**src/rtl/memSysPkg.sv**
```systemverilog
package memSysPkg;

	// request operation codes
	typedef enum logic [2:0]
	{
		opmReady     = 3'd0,	// idle port
		opmLoadWord  = 3'd1,	// 32-bit load
		opmStoreWord = 3'd2,	// 32-bit store
		opmFetchHalf = 3'd3,	// instruction halfword
		opmLineRead  = 3'd4,	// 16-byte line read
		opmLineWrite = 3'd5	// 16-byte line write
	} memOpm_e;

	// response status
	typedef enum logic [1:0]
	{
		okReady = 2'd0,	// nothing requested
		okOk    = 2'd1,	// done this cycle
		okHold  = 2'd2,	// wait, keep request stable
		okFault = 2'd3	// misaligned or bad op
	} memOk_e;

	// one line, two views
	typedef union packed
	{
		logic [3:0][31:0] words;	// data cache view
		logic [7:0][15:0] halves;	// instruction cache view
	} memLine_u;

	typedef struct packed
	{
		memOpm_e     opm;
		logic [31:0] addr;	// byte address
		logic [31:0] data;	// store data
	} dataReq_s;

	typedef struct packed
	{
		memOk_e      ok;
		logic [31:0] data;	// load data
	} dataResp_s;

	typedef struct packed
	{
		memOk_e      ok;
		logic [15:0] val;	// fetched halfword
	} fetchResp_s;

	typedef struct packed
	{
		memOpm_e     opm;
		logic [27:0] addr;	// line address, byte address >> 4
		memLine_u    data;	// write data
	} lineReq_s;

	typedef struct packed
	{
		memOk_e   ok;
		memLine_u data;	// read data
	} lineResp_s;

	// power-on value of the word at a byte address
	function automatic logic [31:0] initWord(input logic [31:0] byteAddr);
		return byteAddr ^ 32'h5A5A0000;
	endfunction

	// whole line built from initWord, word 0 at the lowest address
	function automatic memLine_u initLine(input logic [27:0] lineAddr);
		memLine_u line;
		for (int w = 0; w < 4; w++)
		begin
			line.words[w] = initWord({lineAddr, 2'(w), 2'b00});
		end
		return line;
	endfunction

endpackage

```
**src/rtl/instCache.sv**
```systemverilog
`timescale 1ns/100ps

module instCache #(
	parameter int numLines = 16	// power of two
) (
	input  logic                  clock,
	input  logic                  rst,
	input  logic [31:0]           fetchPc,	// zero parks the port
	output memSysPkg::fetchResp_s fetchResp,
	output memSysPkg::lineReq_s   lineReq,
	input  memSysPkg::lineResp_s  lineResp
);
	import memSysPkg::*;

	localparam int idxW = $clog2(numLines);
	localparam int tagW = 28 - idxW;

	logic [numLines-1:0] valid;	// per-line valid bits
	logic [tagW-1:0]     tags [numLines];	// tag flops
	memLine_u            lineData [numLines];	// line flops

	logic [27:0]     lineAddr;
	logic [idxW-1:0] idx;
	logic [tagW-1:0] tag;
	logic            idle;
	logic            hit;
	logic            fillDone;
	memLine_u        curLine;

	assign lineAddr = fetchPc[31:4];
	assign idx      = lineAddr[idxW-1:0];	// low line bits pick the slot
	assign tag      = lineAddr[27:idxW];
	assign idle     = fetchPc == 32'h0;	// no fetch this cycle
	assign curLine  = lineData[idx];	// combinational read
	assign hit      = valid[idx] && (tags[idx] == tag);

	// line has come back from the arbiter
	assign fillDone = (lineReq.opm == opmLineRead) && (lineResp.ok == okOk);

	always_comb
	begin
		fetchResp.val = curLine.halves[fetchPc[3:1]];	// halfword view
		lineReq.opm   = opmReady;
		lineReq.addr  = lineAddr;
		lineReq.data  = '0;	// reads carry no data
		if (idle)
			fetchResp.ok = okReady;
		else if (fetchPc[0])
			fetchResp.ok = okFault;	// odd pc
		else if (hit)
			fetchResp.ok = okOk;	// same-cycle hit
		else
		begin
			fetchResp.ok = okHold;	// miss, go get the line
			lineReq.opm  = opmLineRead;
		end
	end

	always_ff @(posedge clock)
	begin
		if (rst)
		begin
			valid <= '0;
		end
		else if (fillDone)
		begin
			valid[idx] <= 1'b1;	// hit follows next cycle
		end
	end

	// arrays keep whatever they held until a fill lands
	always_ff @(posedge clock)
	begin
		if (fillDone)
		begin
			tags[idx]     <= tag;
			lineData[idx] <= lineResp.data;
		end
	end

	// a stalled fetch must keep its pc until the hold clears
	pcStableOnHold: assert property (@(posedge clock) disable iff (rst)
		fetchResp.ok == okHold |=> $stable(fetchPc))
		else $error("instCache: fetch pc changed during hold");

endmodule

```
**config.mk**
```make
export PLATFORM = sky130hd
export DESIGN_NAME = instCache
export DESIGN_NICKNAME = d
export VERILOG_FILES = /design/src/rtl/memSysPkg.sv /design/src/rtl/instCache.sv
export SDC_FILE = /design/constraint.sdc
export NUM_CORES = 2
export LEC_CHECK = 0
export BUFFER_PORTS_ARGS = -buffer_cell sky130_fd_sc_hd__buf_2
export CAP_MARGIN = 20
export CORE_ASPECT_RATIO = 1.25
export CORE_MARGIN = 2
export CORE_UTILIZATION = 60
export DETAILED_ROUTE_END_ITERATION = 8
export PLACE_DENSITY_LB_ADDON = 0.25
export SLEW_MARGIN = 20
export SYNTH_ARGS = -nofsm -noshare
export SYNTH_HDL_FRONTEND = slang
export SYNTH_SLANG_ARGS = --single-unit
```
**constraint.sdc**
```tcl
create_clock -name clock -period 52 [get_ports clock]
set_input_delay 2.6 -clock clock [delete_from_list [all_inputs] [get_ports clock]]
set_output_delay 2.6 -clock clock [all_outputs]
set_load 0.01 [all_outputs]
```
==> metrics.md <==
| Metric | Value |
|---|---|
| Rel. slew slack | 20.2% |
| P_int | 3.12 mW |
| Remaining DRCs | 0 |
| Via/cell ratio | 6.73 |
| Final hold violations | 0 |
| Max VDD drop | 0.0341 mV |
| Clock sink total | 2,448 |
| CTS clk-pin slew, worst paths | 0.06 ns |
| Die X | 360 µm |
| Type of the worst min-delay path | register to register |
| Core area | 157,000 µm² |
| Wirelength per Cell | 33.9 µm |
| Row count | 163 |
| Sw frac | 20.9% |
| Post-route minimum period | 11.23 ns |
| Max-slew violation count | 0 |
| Power Dens Cells | 37.6 nW/µm² |
| WL final | 219,000 µm |
| Arrival time at the worst endpoint | 8.63 ns |
| F_max | 0.0890 GHz |
| P&R area growth vs syn | 10.4% |
| Element type at the critical path start | input pin |
| Max-cap violations | 0 |
| Nets | 4,374 |
| Synth Instances | 3,924 |
| Final Setup Violations | 0 |
| Total negative slack | 0 ns |
| Gr ovfl total | 0 |
| Post-DRT Antenna Nets | 0 |
| Worst-Skew Late Latency | 0.86 ns |
| Status | finished, final reports clean |
| Mean Syn Cell Area | 24.2 µm² |
| Clock Skews | 0.0320 ns |
| Leak pwr | 33.0 nW |
| Initial antenna violation count | 53 |
| Clk root buf | clkbuf_16 |
| Die area | 162,000 µm² |
| Die height | 449 µm |
| CP Capture Type | primary output |
| Cts hold-fix bufs | 0 |
| Post-CTS sizing | 0 |
| Clock share of power | 39.4% |
| Total CTS buffers | 217 |
| Port Buf Inserts | 210 |
| Yosys Warn Count | 0 |
| DRT iter0 DRCs | 5,639 |
| Netlist cell types | 64 |
| Post-synth ARST share | 0% |
| CTS tree | built |
| First-pass DRT Iterations | 7 |
| Seq/Total Area, Yosys | 77.2% |
| Starting density of the core | 60.3% |
| Actual slew at the worst max-slew pin | 1.20 ns |
| Setup bufs post-CTS | 0 |
| Vias | 43.5k |
| Post-synth EDFFs | 2,432 |
| Netlist Area Pre-Place | 95,000 µm² |
| Post-route design area | 105,000 µm² |
| Largest net degree at the start of global routing | 152 |
| Fin util | 66.6% |
| # H-tree levels | 4 |
| RSZ-0062 raised after global routing | no |
| Layout cell share with drive strength beyond 1 | 31.4% |
| I/O pin cnt | 341 |
| Fillers | 9,592 |
| Ys flop type | edfxtp_1 |
| NetSw | 0.825 mW |
| Crit Path Category | input pin to primary output |
| Worst-path maximum fanout | 77 |
| Synth Register Bits | 2,448 |
| Worst Path Required | 49.40 ns |
| HPWL after DPL | 112,000 µm |
| Placed inst area | 97,900 µm² |
| Sequential power share | 55.4% |
| Comb pwr share | 5.2% |
| Total GRT Usage | 27.6% |
| Vias in the first global route | 43.9k |
| Worst-case clock buffer depth | 3 |
| First-pass GRT wire length | 316,000 µm |
| Post-route clock period utilization | 21.6% |
| GP Congestion | 0.780 |
-- registers in the layout, indices dropped and copies added (netlist names) --
name and flops:
valid 16, tags 384, lineData 2048
-- cells in the final DEF (no fill, tap or decap), drive strengths merged, types with 14 or more instances in the layout --
master	n
edfxtp	2432
mux4	738
buf	292
clkbuf	265
conb	130
clkinv	109
mux2i	87
a22oi	33
inv	22
nand2	21
mux2	19
nor2	19
nor4	19
a21oi	18
bufinv	16
dfxtp	16
xnor2	15
nand2b	14
-- kinds of logic after synthesis --
kind of cell / Yosys count / share of synthesized area (%)
compound gates: 106 / 0.837
xor+xnor: 22 / 0.211
buf+inv: 370 / 2.27
flops: 2448 / 77.2
mux: 844 / 18.7
other cells: 1 / 0.00395
simple gates: 133 / 0.800
-- cell usage after synthesis, types with 5 or more instances --
cell	count	area share [%]
a22oi_1	33	0.26
nor4_1	18	0.12
o22ai_1	9	0.059
buf_6	6	0.071
nand2b_1	14	0.092
nor2_1	19	0.075
nand4_1	5	0.033
mux4_2	735	17
nand2_1	21	0.083
mux2i_1	87	0.92
nor3_1	8	0.042
xor2_1	7	0.065
nand3_1	13	0.068
dfxtp_1	16	0.34
a22o_1	5	0.046
clkbuf_1	84	0.33
a21oi_1	18	0.095
edfxtp_1	2432	77
o41ai_1	10	0.092
mux2_2	19	0.23
buf_4	173	1.4
buf_2	58	0.31
nor2b_1	9	0.059
inv_1	14	0.055
o21ai_0	7	0.037
o2111ai_1	5	0.046
xnor2_1	14	0.13
buf_1	33	0.13
-- layout make-up --
type	count	area (µm²)	share of cell area (%)
clock buffers	265	5610	5.35
clock inverters	136	1260	1.21
well taps	2062	2580	2.46
multi-input cells	1235	20100	19.1
diodes	13	32.5	0.0310
inverters	16	67.6	0.0644
flip-flops and latches	2448	73400	70.0
repair buffers	292	1880	1.80
-- power by group through the flow --
stage                     registers, mW  logic [mW]  clock network (mW)
after floorplan                    2.23       0.130                   0
after global placement             2.23       0.202                   0
after detailed placement           2.23       0.205                   0
after CTS                          2.18       0.206                1.58
after global routing               2.18       0.217                1.65
final                              2.18       0.204                1.55
-- final timing paths --
path	from	end	slack [ns]	cells past startpoint
min reg2reg	valid[5]	valid[5]	0.46	2
min	valid[5]	valid[5]	0.46	2
max reg2reg	tags[10][21]	lineData[10][23]	46.63	11
max	fetchPc[4]	fetchResp[6]	40.77	10
-- critical path, cell delays in order --
cell and delay [ns]:
buf_8 0.60, buf_4 0.84, buf_4 0.82, buf_4 0.80, buf_4 0.57, mux4_2 0.58, mux4_2 0.55, mux4_2 0.50
mux2_2 0.33, buf_2 0.16
-- per-stage QoR --
stage | total power [mW] | hold WS [ns] | cells | setup WS (ns)
2_1_floorplan | 2.36 | 0.422 | 4053 | 32.10
4_1_cts | 3.97 | 0.467 | 6453 | 40.57
5_1_grt | 4.05 | 0.488 | 6457 | 40.23
3_3_place_gp | 2.43 | 0.434 | 6052 | 40.63
6_report | 3.94 | 0.463 | 6467 | 40.77
3_5_place_dp | 2.43 | 0.451 | 6052 | 40.61
-- per-layer routing --
layer | global-route usage, % | vias to the layer above | part of all wire [%]
li1 | - | 17229 | -
met1 | 39.6 | 23468 | 38
met2 | 44.5 | 2349 | 50
met3 | 5.13 | 422 | 9.1
met4 | 7.62 | 40 | 2.7
met5 | 0 | - | 0.11
Note: power is estimated with default switching activity, not from simulation.
