<file path="src/rtl/memSysPkg.sv">
package memSysPkg;

	// request operation codes
	typedef enum logic [2:0]
	{
		opmReady     = 3'd0,	// idle port
		opmLoadWord  = 3'd1,	// 32-bit load
		opmStoreWord = 3'd2,	// 32-bit store
		opmFetchHalf = 3'd3,	// instruction halfword
		opmLineRead  = 3'd4,	// 16-byte line read
		opmLineWrite = 3'd5	// 16-byte line write
	} memOpm_e;

	// response status
	typedef enum logic [1:0]
	{
		okReady = 2'd0,	// nothing requested
		okOk    = 2'd1,	// done this cycle
		okHold  = 2'd2,	// wait, keep request stable
		okFault = 2'd3	// misaligned or bad op
	} memOk_e;

	// one line, two views
	typedef union packed
	{
		logic [3:0][31:0] words;	// data cache view
		logic [7:0][15:0] halves;	// instruction cache view
	} memLine_u;

	typedef struct packed
	{
		memOpm_e     opm;
		logic [31:0] addr;	// byte address
		logic [31:0] data;	// store data
	} dataReq_s;

	typedef struct packed
	{
		memOk_e      ok;
		logic [31:0] data;	// load data
	} dataResp_s;

	typedef struct packed
	{
		memOk_e      ok;
		logic [15:0] val;	// fetched halfword
	} fetchResp_s;

	typedef struct packed
	{
		memOpm_e     opm;
		logic [27:0] addr;	// line address, byte address >> 4
		memLine_u    data;	// write data
	} lineReq_s;

	typedef struct packed
	{
		memOk_e   ok;
		memLine_u data;	// read data
	} lineResp_s;

	// power-on value of the word at a byte address
	function automatic logic [31:0] initWord(input logic [31:0] byteAddr);
		return byteAddr ^ 32'h5A5A0000;
	endfunction

	// whole line built from initWord, word 0 at the lowest address
	function automatic memLine_u initLine(input logic [27:0] lineAddr);
		memLine_u line;
		for (int w = 0; w < 4; w++)
		begin
			line.words[w] = initWord({lineAddr, 2'(w), 2'b00});
		end
		return line;
	endfunction

endpackage

</file>
<file path="src/rtl/dataCache.sv">
`timescale 1ns/100ps

module dataCache #(
	parameter int numLines = 16	// power of two
) (
	input  logic                 clock,
	input  logic                 rst,
	input  memSysPkg::dataReq_s  dReq,
	output memSysPkg::dataResp_s dResp,
	output memSysPkg::lineReq_s  lineReq,
	input  memSysPkg::lineResp_s lineResp
);
	import memSysPkg::*;

	localparam int idxW = $clog2(numLines);
	localparam int tagW = 28 - idxW;

	localparam logic [1:0] sIdle  = 2'd0;	// decode request
	localparam logic [1:0] sFill  = 2'd1;	// line read in flight
	localparam logic [1:0] sWrite = 2'd2;	// write-through in flight
	localparam logic [1:0] sDone  = 2'd3;	// store OK for one cycle

	logic [1:0] state;
	logic [1:0] nextState;

	logic [numLines-1:0] valid;
	logic [tagW-1:0]     tags [numLines];
	memLine_u            lineData [numLines];

	logic [27:0]     lineAddr;
	logic [idxW-1:0] idx;
	logic [tagW-1:0] tag;
	logic            isLoad;
	logic            isStore;
	logic            misaligned;
	logic            hit;
	logic            lineOk;
	memLine_u        curLine;
	memLine_u        mergedLine;

	assign lineAddr   = dReq.addr[31:4];
	assign idx        = lineAddr[idxW-1:0];
	assign tag        = lineAddr[27:idxW];
	assign isLoad     = dReq.opm == opmLoadWord;
	assign isStore    = dReq.opm == opmStoreWord;
	assign misaligned = dReq.addr[1:0] != 2'b00;	// words only
	assign curLine    = lineData[idx];
	assign hit        = valid[idx] && (tags[idx] == tag);
	assign lineOk     = lineResp.ok == okOk;

	// store word dropped into the cached line, word view
	always_comb
	begin
		mergedLine = curLine;
		mergedLine.words[dReq.addr[3:2]] = dReq.data;
	end

	always_comb
	begin
		nextState    = state;
		dResp.ok     = okReady;
		dResp.data   = curLine.words[dReq.addr[3:2]];	// stored word after sDone
		lineReq.opm  = opmReady;
		lineReq.addr = lineAddr;
		lineReq.data = mergedLine;	// only looked at on writes
		case (state)
			sIdle:
			begin
				if (dReq.opm == opmReady)
					dResp.ok = okReady;
				else if (!(isLoad || isStore) || misaligned)
					dResp.ok = okFault;	// no line traffic
				else if (!hit)
				begin
					dResp.ok  = okHold;	// allocate on load or store
					nextState = sFill;
				end
				else if (isStore)
				begin
					dResp.ok  = okHold;
					nextState = sWrite;
				end
				else
					dResp.ok = okOk;	// load hit
			end
			sFill:
			begin
				dResp.ok    = okHold;
				lineReq.opm = opmLineRead;
				if (lineOk)
					nextState = sIdle;	// request now hits
			end
			sWrite:
			begin
				dResp.ok    = okHold;
				lineReq.opm = opmLineWrite;	// full merged line
				if (lineOk)
					nextState = sDone;
			end
			default:
			begin
				dResp.ok  = okOk;	// store complete
				nextState = sIdle;
			end
		endcase
	end

	always_ff @(posedge clock)
	begin
		if (rst)
		begin
			state <= sIdle;
			valid <= '0;
		end
		else
		begin
			state <= nextState;
			if (state == sFill && lineOk)
				valid[idx] <= 1'b1;
		end
	end

	always_ff @(posedge clock)
	begin
		if (state == sFill && lineOk)
		begin
			tags[idx]     <= tag;
			lineData[idx] <= lineResp.data;	// fresh line from memory
		end
		else if (state == sWrite && lineOk)
		begin
			lineData[idx] <= mergedLine;	// cache matches memory again
		end
	end

	// whole request held while stalled, fill and write both depend on it
	reqStableOnHold: assert property (@(posedge clock) disable iff (rst)
		dResp.ok == okHold |=> $stable(dReq))
		else $error("dataCache: request changed during hold");

endmodule

</file>
<file path="config.mk">
export PLATFORM = sky130hd
export DESIGN_NAME = dataCache
export DESIGN_NICKNAME = d
export VERILOG_FILES = /design/src/rtl/memSysPkg.sv /design/src/rtl/dataCache.sv
export SDC_FILE = /design/constraint.sdc
export NUM_CORES = 2
export LEC_CHECK = 0
export BUFFER_PORTS_ARGS = -buffer_cell sky130_fd_sc_hd__buf_2
export CAP_MARGIN = 0
export CORE_ASPECT_RATIO = 1.5
export CORE_MARGIN = 1
export CORE_UTILIZATION = 50
export DETAILED_ROUTE_END_ITERATION = 6
export PLACE_DENSITY = 0.63
export SYNTH_ARGS = -nofsm -noshare
export SYNTH_HDL_FRONTEND = slang
export SYNTH_SLANG_ARGS = --single-unit
</file>
<file path="constraint.sdc">
create_clock -name clock -period 14.7 [get_ports clock]
set_clock_uncertainty 0.1 [all_clocks]
set_input_delay 2.94 -clock clock [delete_from_list [all_inputs] [get_ports clock]]
set_output_delay 2.94 -clock clock [all_outputs]
set_load 0.005 [all_outputs]
</file>
==> results by group <==
Status
  • Status: completed

Timing
  • Total negative slack: 0 ns
  • Final hold vios: 0
  • Slew Viols, Final: 0
  • Fin crit share: 71.2%
  • Worst-margin pin slew: 1.29 ns
  • Rel. slew slack: 14.1%
  • # setup viols final: 0
  • Final min period: 10.47 ns
  • Final WS setup: 4.23 ns
  • Worst hold slack: 0.371 ns
  • Unrepaired setup endpoints after global routing: false
  • Fmax achieved: 95.5 MHz

Setup path
  • Crit end category: output pin
  • Reg2Reg Launch Point: state[0]$_SDFFE_PP0P_
  • CP most frequent cell: mux4_2
  • Biggest cell delay along the critical path: 0.75 ns
  • Crit Path Category: in -> out
  • CP startpoint kind: input pin
  • Slowest cell on the critical path: buf_4
  • Crit Path Max Fanout: 102
  • CP arrival: 7.43 ns
  • CP bufs+invs: 5
  • Required time worst endpoint: 11.66 ns
  • Worst path cell trace: buf_8 > buf_12 > buf_4 > buf_4 > mux4_2 > mux4_2 > mux4_2 > buf_2
  • Critical Path Start: dReq[36]
  • Cell family with most CP delay: buffers and inverters

Drt
  • ANT nets after route: 0
  • 1st-pass router iterations: 5
  • DR vias: 46.6k
  • DR iter-0 viols: 5756
  • Via-per-instance ratio: 6.48
  • DRC Markers: 0
  • Final wirelength: 258 mm
  • Routed WL per cell: 36.0 microns

Power and ir drop
  • Power Density: 135 nW/um^2
  • Leakage: 34.2 nW
  • Total power: 14.6 mW
  • Max VDD drop: 0.000114 V

Synthesis
  • #FFs+latches synth: 2450
  • Post-synth ARST share: 0%
  • Leading cell types by total area after synthesis: edfxtp_1 (75%), mux4_2 (17%), mux2_2 (3.1%)
  • Gate Count Post-Synth: 4055
  • Share of the synthesized area in the top cell type: 75.4%
  • Syn_nets: 4258
  • Register area share after synthesis: 75.8%
  • Mean Syn Cell Area: 23.9 sq um
  • Cell Area, Synth: 96800 sq um
  • Ys Warns: 0
  • Top FF cell, synth: edfxtp_1
  • Post-synth EDFFs: 2432
  • Post-synthesis cell type count: 61
  • Synth area leader: edfxtp_1

Global routing
  • Vias in the first global route: 47.2k
  • Global-route total usage across every layer: 26.6%
  • First-pass GRT wire length: 362 mm
  • Grt ovf: 0
  • Largest net degree at the start of global routing: 129
  • Initial antenna violation count: 55

Clock network
  • Worst skew pair latency: 0.91 ns
  • CTS tree: done
  • CTS sink cnt: 2450
  • CTS root buf: clkbuf_16
  • Post-CTS setup buffers: 0
  • Post-cts sizing count: 0
  • CTS clock-pin slew for the worst setup and hold paths: 0.06 ns
  • H-tree levels: 4
  • Hold buffer count at CTS: 0
  • CTS max path bufs: 4
  • CTS Buf Count: 224

Die
  • Die width: 361 microns
  • Core area: 192000 sq um
  • Core Rows: 197
  • DIE HEIGHT: 541 microns
  • Starting Density: 50.4%
  • Ports: 392
  • DIE AREA: 195000 sq um

Flow run
  • Max Cap Viol: 0

Cells and area
  • Final Net Count: 4710
  • Layout cell share with drive strength beyond 1: 39.2%
  • Most common cell after layout, fill and taps aside: edfxtp_1
  • Most frequent cells in the layout: edfxtp_1 (2432), mux4_2 (750), buf_2 (385), mux2_2 (268), clkbuf_16 (228)
  • Synthesis-to-layout area growth: 12.2%
  • Post-route design area: 109000 sq um

Placement
  • Dpl cell area: 102000 sq um
  • Dpl ws: 4.00 ns
  • DP HPWL: 142 mm
  • Number of port buffers: 390
  • RePlAce Congestion: 0.792

Hold path
  • Hold crit path type: reg -> reg
  • Hold Startpoint: valid[5]$_SDFFE_PP0P_
layer usage:
layer	up-vias	wire length [microns]	global-route usage, %
met5	-	154	0
met4	24	5030	5.29
met3	342	22900	5.01
met2	2123	128000	43.5
met1	25700	103000	37.8
li1	18400	-	-
flip-flops by register name, indices dropped and copies added, names as in the netlist:
name      cells
state         2
lineData   2048
valid        16
tags        384
cells by family (layout without fill, tap and decap cells):
logic type	after synthesis	in the layout	share of synthesized area [%]
AO/OA/AOI/OAI	80	80	0.605
multiplexers	1072	1072	21.2
AND/OR/NAND/NOR	156	156	0.764
flip-flops	2450	2450	75.8
buffers and inverters	259	880	1.31
XOR/XNOR	33	33	0.298
other	1	22	0.00387
adder cells (fa/ha/maj)	4	4	0.0517
cells in the mapped netlist, types with 3 or more instances:
library cell / n
nand3b_1: 3
nor2b_1: 9
xor2_1: 16
buf_1: 36
ha_1: 4
and2_1: 4
a22oi_1: 11
nand4_1: 3
mux2_2: 268
nand2b_1: 7
clkbuf_1: 114
xnor2_1: 17
o21ba_2: 4
inv_1: 11
mux2i_1: 50
nor4_1: 3
o21ai_0: 12
a21oi_1: 7
a22o_1: 3
buf_6: 11
dfxtp_1: 18
edfxtp_1: 2432
nor2_1: 71
nor3_1: 8
a221oi_1: 3
mux4_1: 4
a31oi_1: 4
o22ai_1: 12
o31ai_1: 4
nand3_1: 6
a2111oi_0: 3
mux4_2: 750
buf_4: 32
buf_2: 52
or2_2: 4
nand2_1: 27
power by group:
group          leakage [nW]  internal [mW]  switching [mW]
logic                  8.80          0.427           0.725
clock network          3.36           3.12            2.49
registers              22.0           7.85          0.0127
through the flow:
| step | util, % | std cells |
|---|---|---|
| after global placement | 52.9 | 6768 |
| final | 56.5 | 7184 |
| after CTS | 56.5 | 7163 |
| after floorplan | - | 4055 |
| after detailed placement | 52.9 | 6768 |
| after global routing | 56.5 | 7168 |
worst register-to-register path, delay by kind of cell, from the launching register on:
family                   cells  cell delay, ns
AND/OR/NAND/NOR              4            1.74
adder cells (fa/ha/maj)      1            0.24
flip-flops                   1            0.34
buffers and inverters        3            1.84
worst paths after layout:
path | slack [ns] | cells after the start | end
max | 4.23 | 8 | dResp[31]
min | 0.37 | 2 | valid[5]$_SDFFE_PP0P_
max reg2reg | 9.96 | 8 | lineData[3][112]$_DFFE_PP_
min reg2reg | 0.37 | 2 | valid[5]$_SDFFE_PP0P_
cell type report:
| class | count | area [sq um] |
|---|---|---|
| Fill cell | 14000 | 83600 |
| Sequential cell | 2450 | 73400 |
| Multi-Input combinational cell | 1346 | 22400 |
| Clock buffer | 274 | 5880 |
| Tap cell | 2487 | 3110 |
| Timing Repair Buffer | 473 | 2820 |
| Clock inverter | 121 | 1010 |
| Inverter | 12 | 52.6 |
| Antenna cell | 21 | 52.6 |
Note: power is estimated with default switching activity, not from simulation.
