[src/rtl/memSysPkg.sv]
package memSysPkg;

	// request operation codes
	typedef enum logic [2:0]
	{
		opmReady     = 3'd0,	// idle port
		opmLoadWord  = 3'd1,	// 32-bit load
		opmStoreWord = 3'd2,	// 32-bit store
		opmFetchHalf = 3'd3,	// instruction halfword
		opmLineRead  = 3'd4,	// 16-byte line read
		opmLineWrite = 3'd5	// 16-byte line write
	} memOpm_e;

	// response status
	typedef enum logic [1:0]
	{
		okReady = 2'd0,	// nothing requested
		okOk    = 2'd1,	// done this cycle
		okHold  = 2'd2,	// wait, keep request stable
		okFault = 2'd3	// misaligned or bad op
	} memOk_e;

	// one line, two views
	typedef union packed
	{
		logic [3:0][31:0] words;	// data cache view
		logic [7:0][15:0] halves;	// instruction cache view
	} memLine_u;

	typedef struct packed
	{
		memOpm_e     opm;
		logic [31:0] addr;	// byte address
		logic [31:0] data;	// store data
	} dataReq_s;

	typedef struct packed
	{
		memOk_e      ok;
		logic [31:0] data;	// load data
	} dataResp_s;

	typedef struct packed
	{
		memOk_e      ok;
		logic [15:0] val;	// fetched halfword
	} fetchResp_s;

	typedef struct packed
	{
		memOpm_e     opm;
		logic [27:0] addr;	// line address, byte address >> 4
		memLine_u    data;	// write data
	} lineReq_s;

	typedef struct packed
	{
		memOk_e   ok;
		memLine_u data;	// read data
	} lineResp_s;

	// power-on value of the word at a byte address
	function automatic logic [31:0] initWord(input logic [31:0] byteAddr);
		return byteAddr ^ 32'h5A5A0000;
	endfunction

	// whole line built from initWord, word 0 at the lowest address
	function automatic memLine_u initLine(input logic [27:0] lineAddr);
		memLine_u line;
		for (int w = 0; w < 4; w++)
		begin
			line.words[w] = initWord({lineAddr, 2'(w), 2'b00});
		end
		return line;
	endfunction

endpackage

[src/rtl/lineArbiter.sv]
`timescale 1ns/100ps

module lineArbiter (
	input  logic                 clock,
	input  logic                 rst,
	input  memSysPkg::lineReq_s  iLineReq,
	input  memSysPkg::lineReq_s  dLineReq,
	output memSysPkg::lineResp_s iLineResp,
	output memSysPkg::lineResp_s dLineResp,
	output memSysPkg::lineReq_s  memReq,
	input  memSysPkg::lineResp_s memResp
);
	import memSysPkg::*;

	localparam logic [1:0] ownNone = 2'd0;
	localparam logic [1:0] ownInst = 2'd1;
	localparam logic [1:0] ownData = 2'd2;

	logic [1:0] owner;	// side holding the memory
	logic       iWants;
	logic       dWants;
	logic       grantI;
	logic       grantD;

	assign iWants = iLineReq.opm != opmReady;
	assign dWants = dLineReq.opm != opmReady;

	always_comb
	begin
		grantI = 1'b0;
		grantD = 1'b0;
		case (owner)
			ownInst: grantI = 1'b1;	// keep transfer going
			ownData: grantD = 1'b1;
			default:
			begin
				grantI = iWants;	// instruction side first
				grantD = !iWants && dWants;
			end
		endcase
	end

	always_comb
	begin
		memReq = '0;	// opm ready when nobody granted
		if (grantI)
			memReq = iLineReq;
		else if (grantD)
			memReq = dLineReq;
		iLineResp.data = memResp.data;
		dLineResp.data = memResp.data;
		iLineResp.ok   = grantI ? memResp.ok : (iWants ? okHold : okReady);
		dLineResp.ok   = grantD ? memResp.ok : (dWants ? okHold : okReady);
	end

	always_ff @(posedge clock)
	begin
		if (rst)
			owner <= ownNone;
		else if (memResp.ok != okHold)
			owner <= ownNone;	// done or idle frees the port
		else if (grantI)
			owner <= ownInst;
		else if (grantD)
			owner <= ownData;
	end

	// a transfer the memory is still holding keeps its request unchanged
	transferHeldToOk: assert property (@(posedge clock) disable iff (rst)
		memResp.ok == okHold |=> $stable(memReq))
		else $error("lineArbiter: memory request changed before its OK");

endmodule

[config.mk]
export PLATFORM = sky130hd
export DESIGN_NAME = lineArbiter
export DESIGN_NICKNAME = d
export VERILOG_FILES = /design/src/rtl/memSysPkg.sv /design/src/rtl/lineArbiter.sv
export SDC_FILE = /design/constraint.sdc
export NUM_CORES = 1
export LEC_CHECK = 0
export BUFFER_PORTS_ARGS = -buffer_cell sky130_fd_sc_hd__buf_2
export CELL_PAD_IN_SITES_DETAIL_PLACEMENT = 0
export CELL_PAD_IN_SITES_GLOBAL_PLACEMENT = 1
export CORE_AREA = 2 2 342 344
export CTS_BUF_LIST = sky130_fd_sc_hd__clkbuf_2 sky130_fd_sc_hd__clkbuf_4 sky130_fd_sc_hd__clkbuf_8
export DETAILED_ROUTE_END_ITERATION = 12
export DIE_AREA = 0 0 344 346
export PLACE_DENSITY_LB_ADDON = 0.1
export SLEW_MARGIN = 20
export SYNTH_ARGS = -nofsm -noshare
export SYNTH_HDL_FRONTEND = slang
export SYNTH_SLANG_ARGS = --single-unit
[constraint.sdc]
create_clock -name clock -period 2.3 [get_ports clock]
set_clock_uncertainty 0.15 [all_clocks]
set_input_delay 0.115 -clock clock [delete_from_list [all_inputs] [get_ports clock]]
set_output_delay 0.115 -clock clock [all_outputs]
set_load 0.1 [all_outputs]
==> impl_metrics.xml <==
<?xml version="1.0" encoding="UTF-8"?>
<metrics>
  <group name="outcome">
    <metric name="status" unit="">complete, but fails checks</metric>
    <metric name="failed_checks" unit="">setup timing</metric>
  </group>
  <group name="critical_path">
    <metric name="critical_path.reg2reg.endpoint" unit="">owner[1]$_SDFFE_PP0P_</metric>
    <metric name="critical-path-top-delay-family" unit="">buffers and inverters</metric>
    <metric name="worst_r2r_path_depth" unit="">6</metric>
    <metric name="r2r_path_start" unit="">owner[0]$_SDFFE_PP0P_</metric>
    <metric name="slowest_delay" unit="ns">0.49</metric>
    <metric name="worstSetupEndpointType" unit="">output pin</metric>
    <metric name="setup.worst_path.start" unit="">owner[0]$_SDFFE_PP0P_</metric>
    <metric name="worst_ep_arrival_time" unit="ns">2.41</metric>
    <metric name="setup.reg_to_reg.worst_slack" unit="ns">0.05</metric>
    <metric name="worst_setup_path_endpoint" unit="">memReq[26]</metric>
    <metric name="cp-start-kind" unit="">register</metric>
    <metric name="worst-path-buf-inv" unit="">4</metric>
    <metric name="path_depth" unit="">8</metric>
    <metric name="cp_slowest_cell" unit="">sky130_fd_sc_hd__or4b_4</metric>
    <metric name="crit_path_cell_trace" unit="">inv_2, ha_4, or4b_4, buf_12, o21a_4, clkbuf_16, o2bb2ai_1, buf_12</metric>
    <metric name="critPathRequiredTime" unit="ns">2.04</metric>
    <metric name="critical_path.max_fanout" unit="">7</metric>
    <metric name="setup.worst_path.class" unit="">reg -&gt; out</metric>
    <metric name="cpMostUsedCell" unit="">sky130_fd_sc_hd__buf_12</metric>
  </group>
  <group name="cts">
    <metric name="htree_levels" unit="">1</metric>
    <metric name="tritoncts" unit="">done</metric>
    <metric name="clock_tree.buffer_depth" unit="">2</metric>
    <metric name="clkSinkCount" unit="">2</metric>
    <metric name="cts_inserted_buffers" unit="">3</metric>
    <metric name="clkLatencyLatePin" unit="ns">0.21</metric>
    <metric name="cts.reportedPaths.clkPinSlew" unit="ns">0.03</metric>
    <metric name="cts_root_buf" unit="">sky130_fd_sc_hd__clkbuf_8</metric>
  </group>
  <group name="final_layout">
    <metric name="layout_commonest_cell" unit="">sky130_fd_sc_hd__buf_2</metric>
    <metric name="finish.instance_area" unit="sq um">12800</metric>
    <metric name="final_cell_count_no_fill" unit="">2481</metric>
    <metric name="layout_common_cells" unit="">321 x sky130_fd_sc_hd__buf_2, 193 x sky130_fd_sc_hd__buf_12, 138 x sky130_fd_sc_hd__o21ai_0</metric>
    <metric name="largest_register" unit="">owner</metric>
    <metric name="largest_register_ffs" unit="">2</metric>
    <metric name="syn_to_final_growth" unit="%">174</metric>
    <metric name="finalNetCount" unit="">1403</metric>
    <metric name="biggestRegsByFlops" unit="">owner: 2 flops</metric>
    <metric name="layout-drive-gt1-share" unit="%">80.5</metric>
  </group>
  <group name="global_route">
    <metric name="met2_usage" unit="%">11.5</metric>
    <metric name="groute.layer.met1.usage" unit="%">6.00</metric>
    <metric name="grt-busiest-layer" unit="">met2</metric>
    <metric name="global_route_total_overflow" unit="">0</metric>
    <metric name="global_route.usage.total" unit="%">6.48</metric>
    <metric name="maximum_number_of_pins_on_one_net_before_global_route_repair" unit="">35</metric>
    <metric name="first_global_vias" unit="">7007</metric>
    <metric name="wire_length_of_the_first_global_routing_pass" unit="um">55400</metric>
    <metric name="global_route.usage.met3" unit="%">3.58</metric>
    <metric name="grt_antenna_before_repair" unit="">36</metric>
  </group>
  <group name="sta">
    <metric name="worst_slew_margin_relative_to_its_limit" unit="%">60.6</metric>
    <metric name="maxClockFrequency" unit="MHz">374</metric>
    <metric name="final.setup.tns" unit="ns">-45.83</metric>
    <metric name="worst_slack" unit="ns">-0.376</metric>
    <metric name="final_max_slew_viol_count" unit="">0</metric>
    <metric name="timing_hold_violations_final" unit="">0</metric>
    <metric name="post-route-period-util" unit="%">116</metric>
    <metric name="tightest_slew" unit="ns">0.585</metric>
    <metric name="finalHoldWorstSlack" unit="ns">0.0742</metric>
    <metric name="timing.final.crit_period" unit="ns">2.68</metric>
    <metric name="grt_setup_unrepaired" unit="">yes</metric>
    <metric name="setup-violations-final" unit="">159</metric>
  </group>
  <group name="logic_synthesis">
    <metric name="yosysUniqueCellTypes" unit="">24</metric>
    <metric name="synthCells" unit="">667</metric>
    <metric name="synth_nets" unit="">1119</metric>
    <metric name="yosysWarningCount" unit="">0</metric>
    <metric name="syn_avg_cell_area" unit="sq um">7.00</metric>
    <metric name="netlist_area" unit="sq um">4670</metric>
    <metric name="seq_area_frac_synth" unit="%">0.857</metric>
    <metric name="postSynthRegisterBits" unit="">2</metric>
  </group>
  <group name="place">
    <metric name="preCtsSetupSlack" unit="ns">-0.198</metric>
    <metric name="dpl.cell_count" unit="">2454</metric>
    <metric name="gp_congestion" unit="">0.666</metric>
    <metric name="portBuffers" unit="">484</metric>
    <metric name="detailed_place_hpwl" unit="um">35000</metric>
    <metric name="dpl_cell_area" unit="sq um">11500</metric>
  </group>
  <group name="die">
    <metric name="floorplan.rows" unit="">125</metric>
    <metric name="die-width" unit="um">344</metric>
    <metric name="core_area" unit="sq um">115000</metric>
    <metric name="effective_utilization_at_floorplan" unit="%">4.05</metric>
    <metric name="die_height" unit="um">346</metric>
    <metric name="io_pins" unit="">869</metric>
    <metric name="die-area" unit="sq um">119000</metric>
  </group>
  <group name="pwr">
    <metric name="power_density" unit="nW/um^2">368</metric>
    <metric name="static-leakage-power" unit="nW">4.54</metric>
    <metric name="ir_drop" unit="mV">0.147</metric>
  </group>
  <group name="drt">
    <metric name="post-route-drc-count" unit="">0</metric>
    <metric name="detailroute.via_count" unit="">6203</metric>
    <metric name="antenna_violating_nets_left" unit="">0</metric>
    <metric name="route.final.wire_length" unit="um">42800</metric>
    <metric name="drtIter0Drc" unit="">125</metric>
    <metric name="drt_first_pass_iters" unit="">4</metric>
    <metric name="routedWlPerCell" unit="um">17.2</metric>
    <metric name="viasPerCell" unit="">2.50</metric>
  </group>
  <group name="flow_run">
    <metric name="maxCapViolations" unit="">0</metric>
  </group>
  <group name="min_path">
    <metric name="hp-class" unit="">in -&gt; reg</metric>
  </group>
</metrics>
worst min-delay path by stage:
stage	from	end	slack, ns	cells past startpoint
after global placement	memResp[120]	dLineResp[120]	0.08	0
after CTS	rst	owner[0]$_SDFFE_PP0P_	0.08	3
after detailed placement	memResp[120]	dLineResp[120]	0.08	0
after floorplan	memResp[128]	owner[0]$_SDFFE_PP0P_	0.03	1
final	rst	owner[0]$_SDFFE_PP0P_	0.07	3
after global routing	memResp[23]	dLineResp[23]	0.08	0
layout make-up:
type / instances / area, sq um
Fill cell: 13300 / 103000
Timing Repair Buffer: 602 / 6370
Multi-Input combinational cell: 339 / 4430
Tap cell: 1524 / 1910
Sequential cell: 2 / 41.3
Clock buffer: 3 / 41.3
Antenna cell: 8 / 20.0
Inverter: 3 / 11.3
per-layer routing:
layer	part of all wire, %	vias to the layer above
met3	13	189
met5	0.70	-
met2	49	407
li1	-	2768
met4	4.8	46
met1	32	2793
cell usage after synthesis:
cell | number | area, sq um
sky130_fd_sc_hd__buf_4 | 256 | 1920
sky130_fd_sc_hd__o21ai_0 | 158 | 791
sky130_fd_sc_hd__buf_2 | 9 | 45.0
sky130_fd_sc_hd__o21a_2 | 1 | 8.76
sky130_fd_sc_hd__o2bb2ai_1 | 156 | 1370
sky130_fd_sc_hd__a211oi_1 | 1 | 7.51
sky130_fd_sc_hd__a22o_1 | 3 | 26.3
sky130_fd_sc_hd__a2111oi_2 | 1 | 15.0
sky130_fd_sc_hd__or2_2 | 1 | 6.26
sky130_fd_sc_hd__buf_6 | 12 | 135
sky130_fd_sc_hd__ha_1 | 2 | 25.0
sky130_fd_sc_hd__dfxtp_1 | 2 | 40.0
sky130_fd_sc_hd__buf_1 | 4 | 15.0
sky130_fd_sc_hd__nand2_1 | 2 | 7.51
sky130_fd_sc_hd__nand2b_1 | 2 | 12.5
sky130_fd_sc_hd__o32ai_1 | 1 | 8.76
sky130_fd_sc_hd__a21oi_1 | 2 | 10.0
sky130_fd_sc_hd__clkbuf_1 | 43 | 161
sky130_fd_sc_hd__o211ai_1 | 1 | 7.51
sky130_fd_sc_hd__nor3_1 | 1 | 5.00
sky130_fd_sc_hd__or4b_4 | 1 | 13.8
sky130_fd_sc_hd__nor4b_2 | 1 | 15.0
sky130_fd_sc_hd__inv_1 | 3 | 11.3
sky130_fd_sc_hd__nor2_1 | 4 | 15.0
timing repair:
item	CTS	global route
endpoints found under the hold margin	2	0
hold buffers	1	0
endpoints found under the setup margin	161	164
cloned	1	6
setup buffers	2	6
pin swaps	1	15
resized for setup	93	80
metrics by stage:
step                total power, W  util, %
finish                     0.00472     11.1
global route               0.00490     11.1
CTS                        0.00468     10.6
detailed placement         0.00437     9.98
global placement           0.00439     9.98
floorplan                  0.00463        -
kinds of logic (layout without fill, tap and decap cells):
group	after synthesis	count (layout)	share of synthesized area, %
AND/OR/NAND/NOR	12	12	1.61
adder cells (fa/ha/maj)	2	2	0.536
other	0	8	0
flip-flops	2	2	0.857
AO/OA/AOI/OAI	324	325	48.0
buffers and inverters	327	608	49.0
worst register-to-register path, stage by stage, from the launching register on:
cell and delay [ns]:
sky130_fd_sc_hd__dfxtp_2 0.32, sky130_fd_sc_hd__inv_2 0.04, sky130_fd_sc_hd__ha_4 0.25, sky130_fd_sc_hd__or4b_4 0.49, sky130_fd_sc_hd__o21a_4 0.31, sky130_fd_sc_hd__buf_12 0.23
sky130_fd_sc_hd__a2111oi_2 0.36
power by group:
part | switching (W) | internal [W]
clock network | 0.0000279 | 0.000111
registers | 0.000000522 | 0.0000360
logic | 0.00275 | 0.00180
Power figures use the tool's default switching activity.
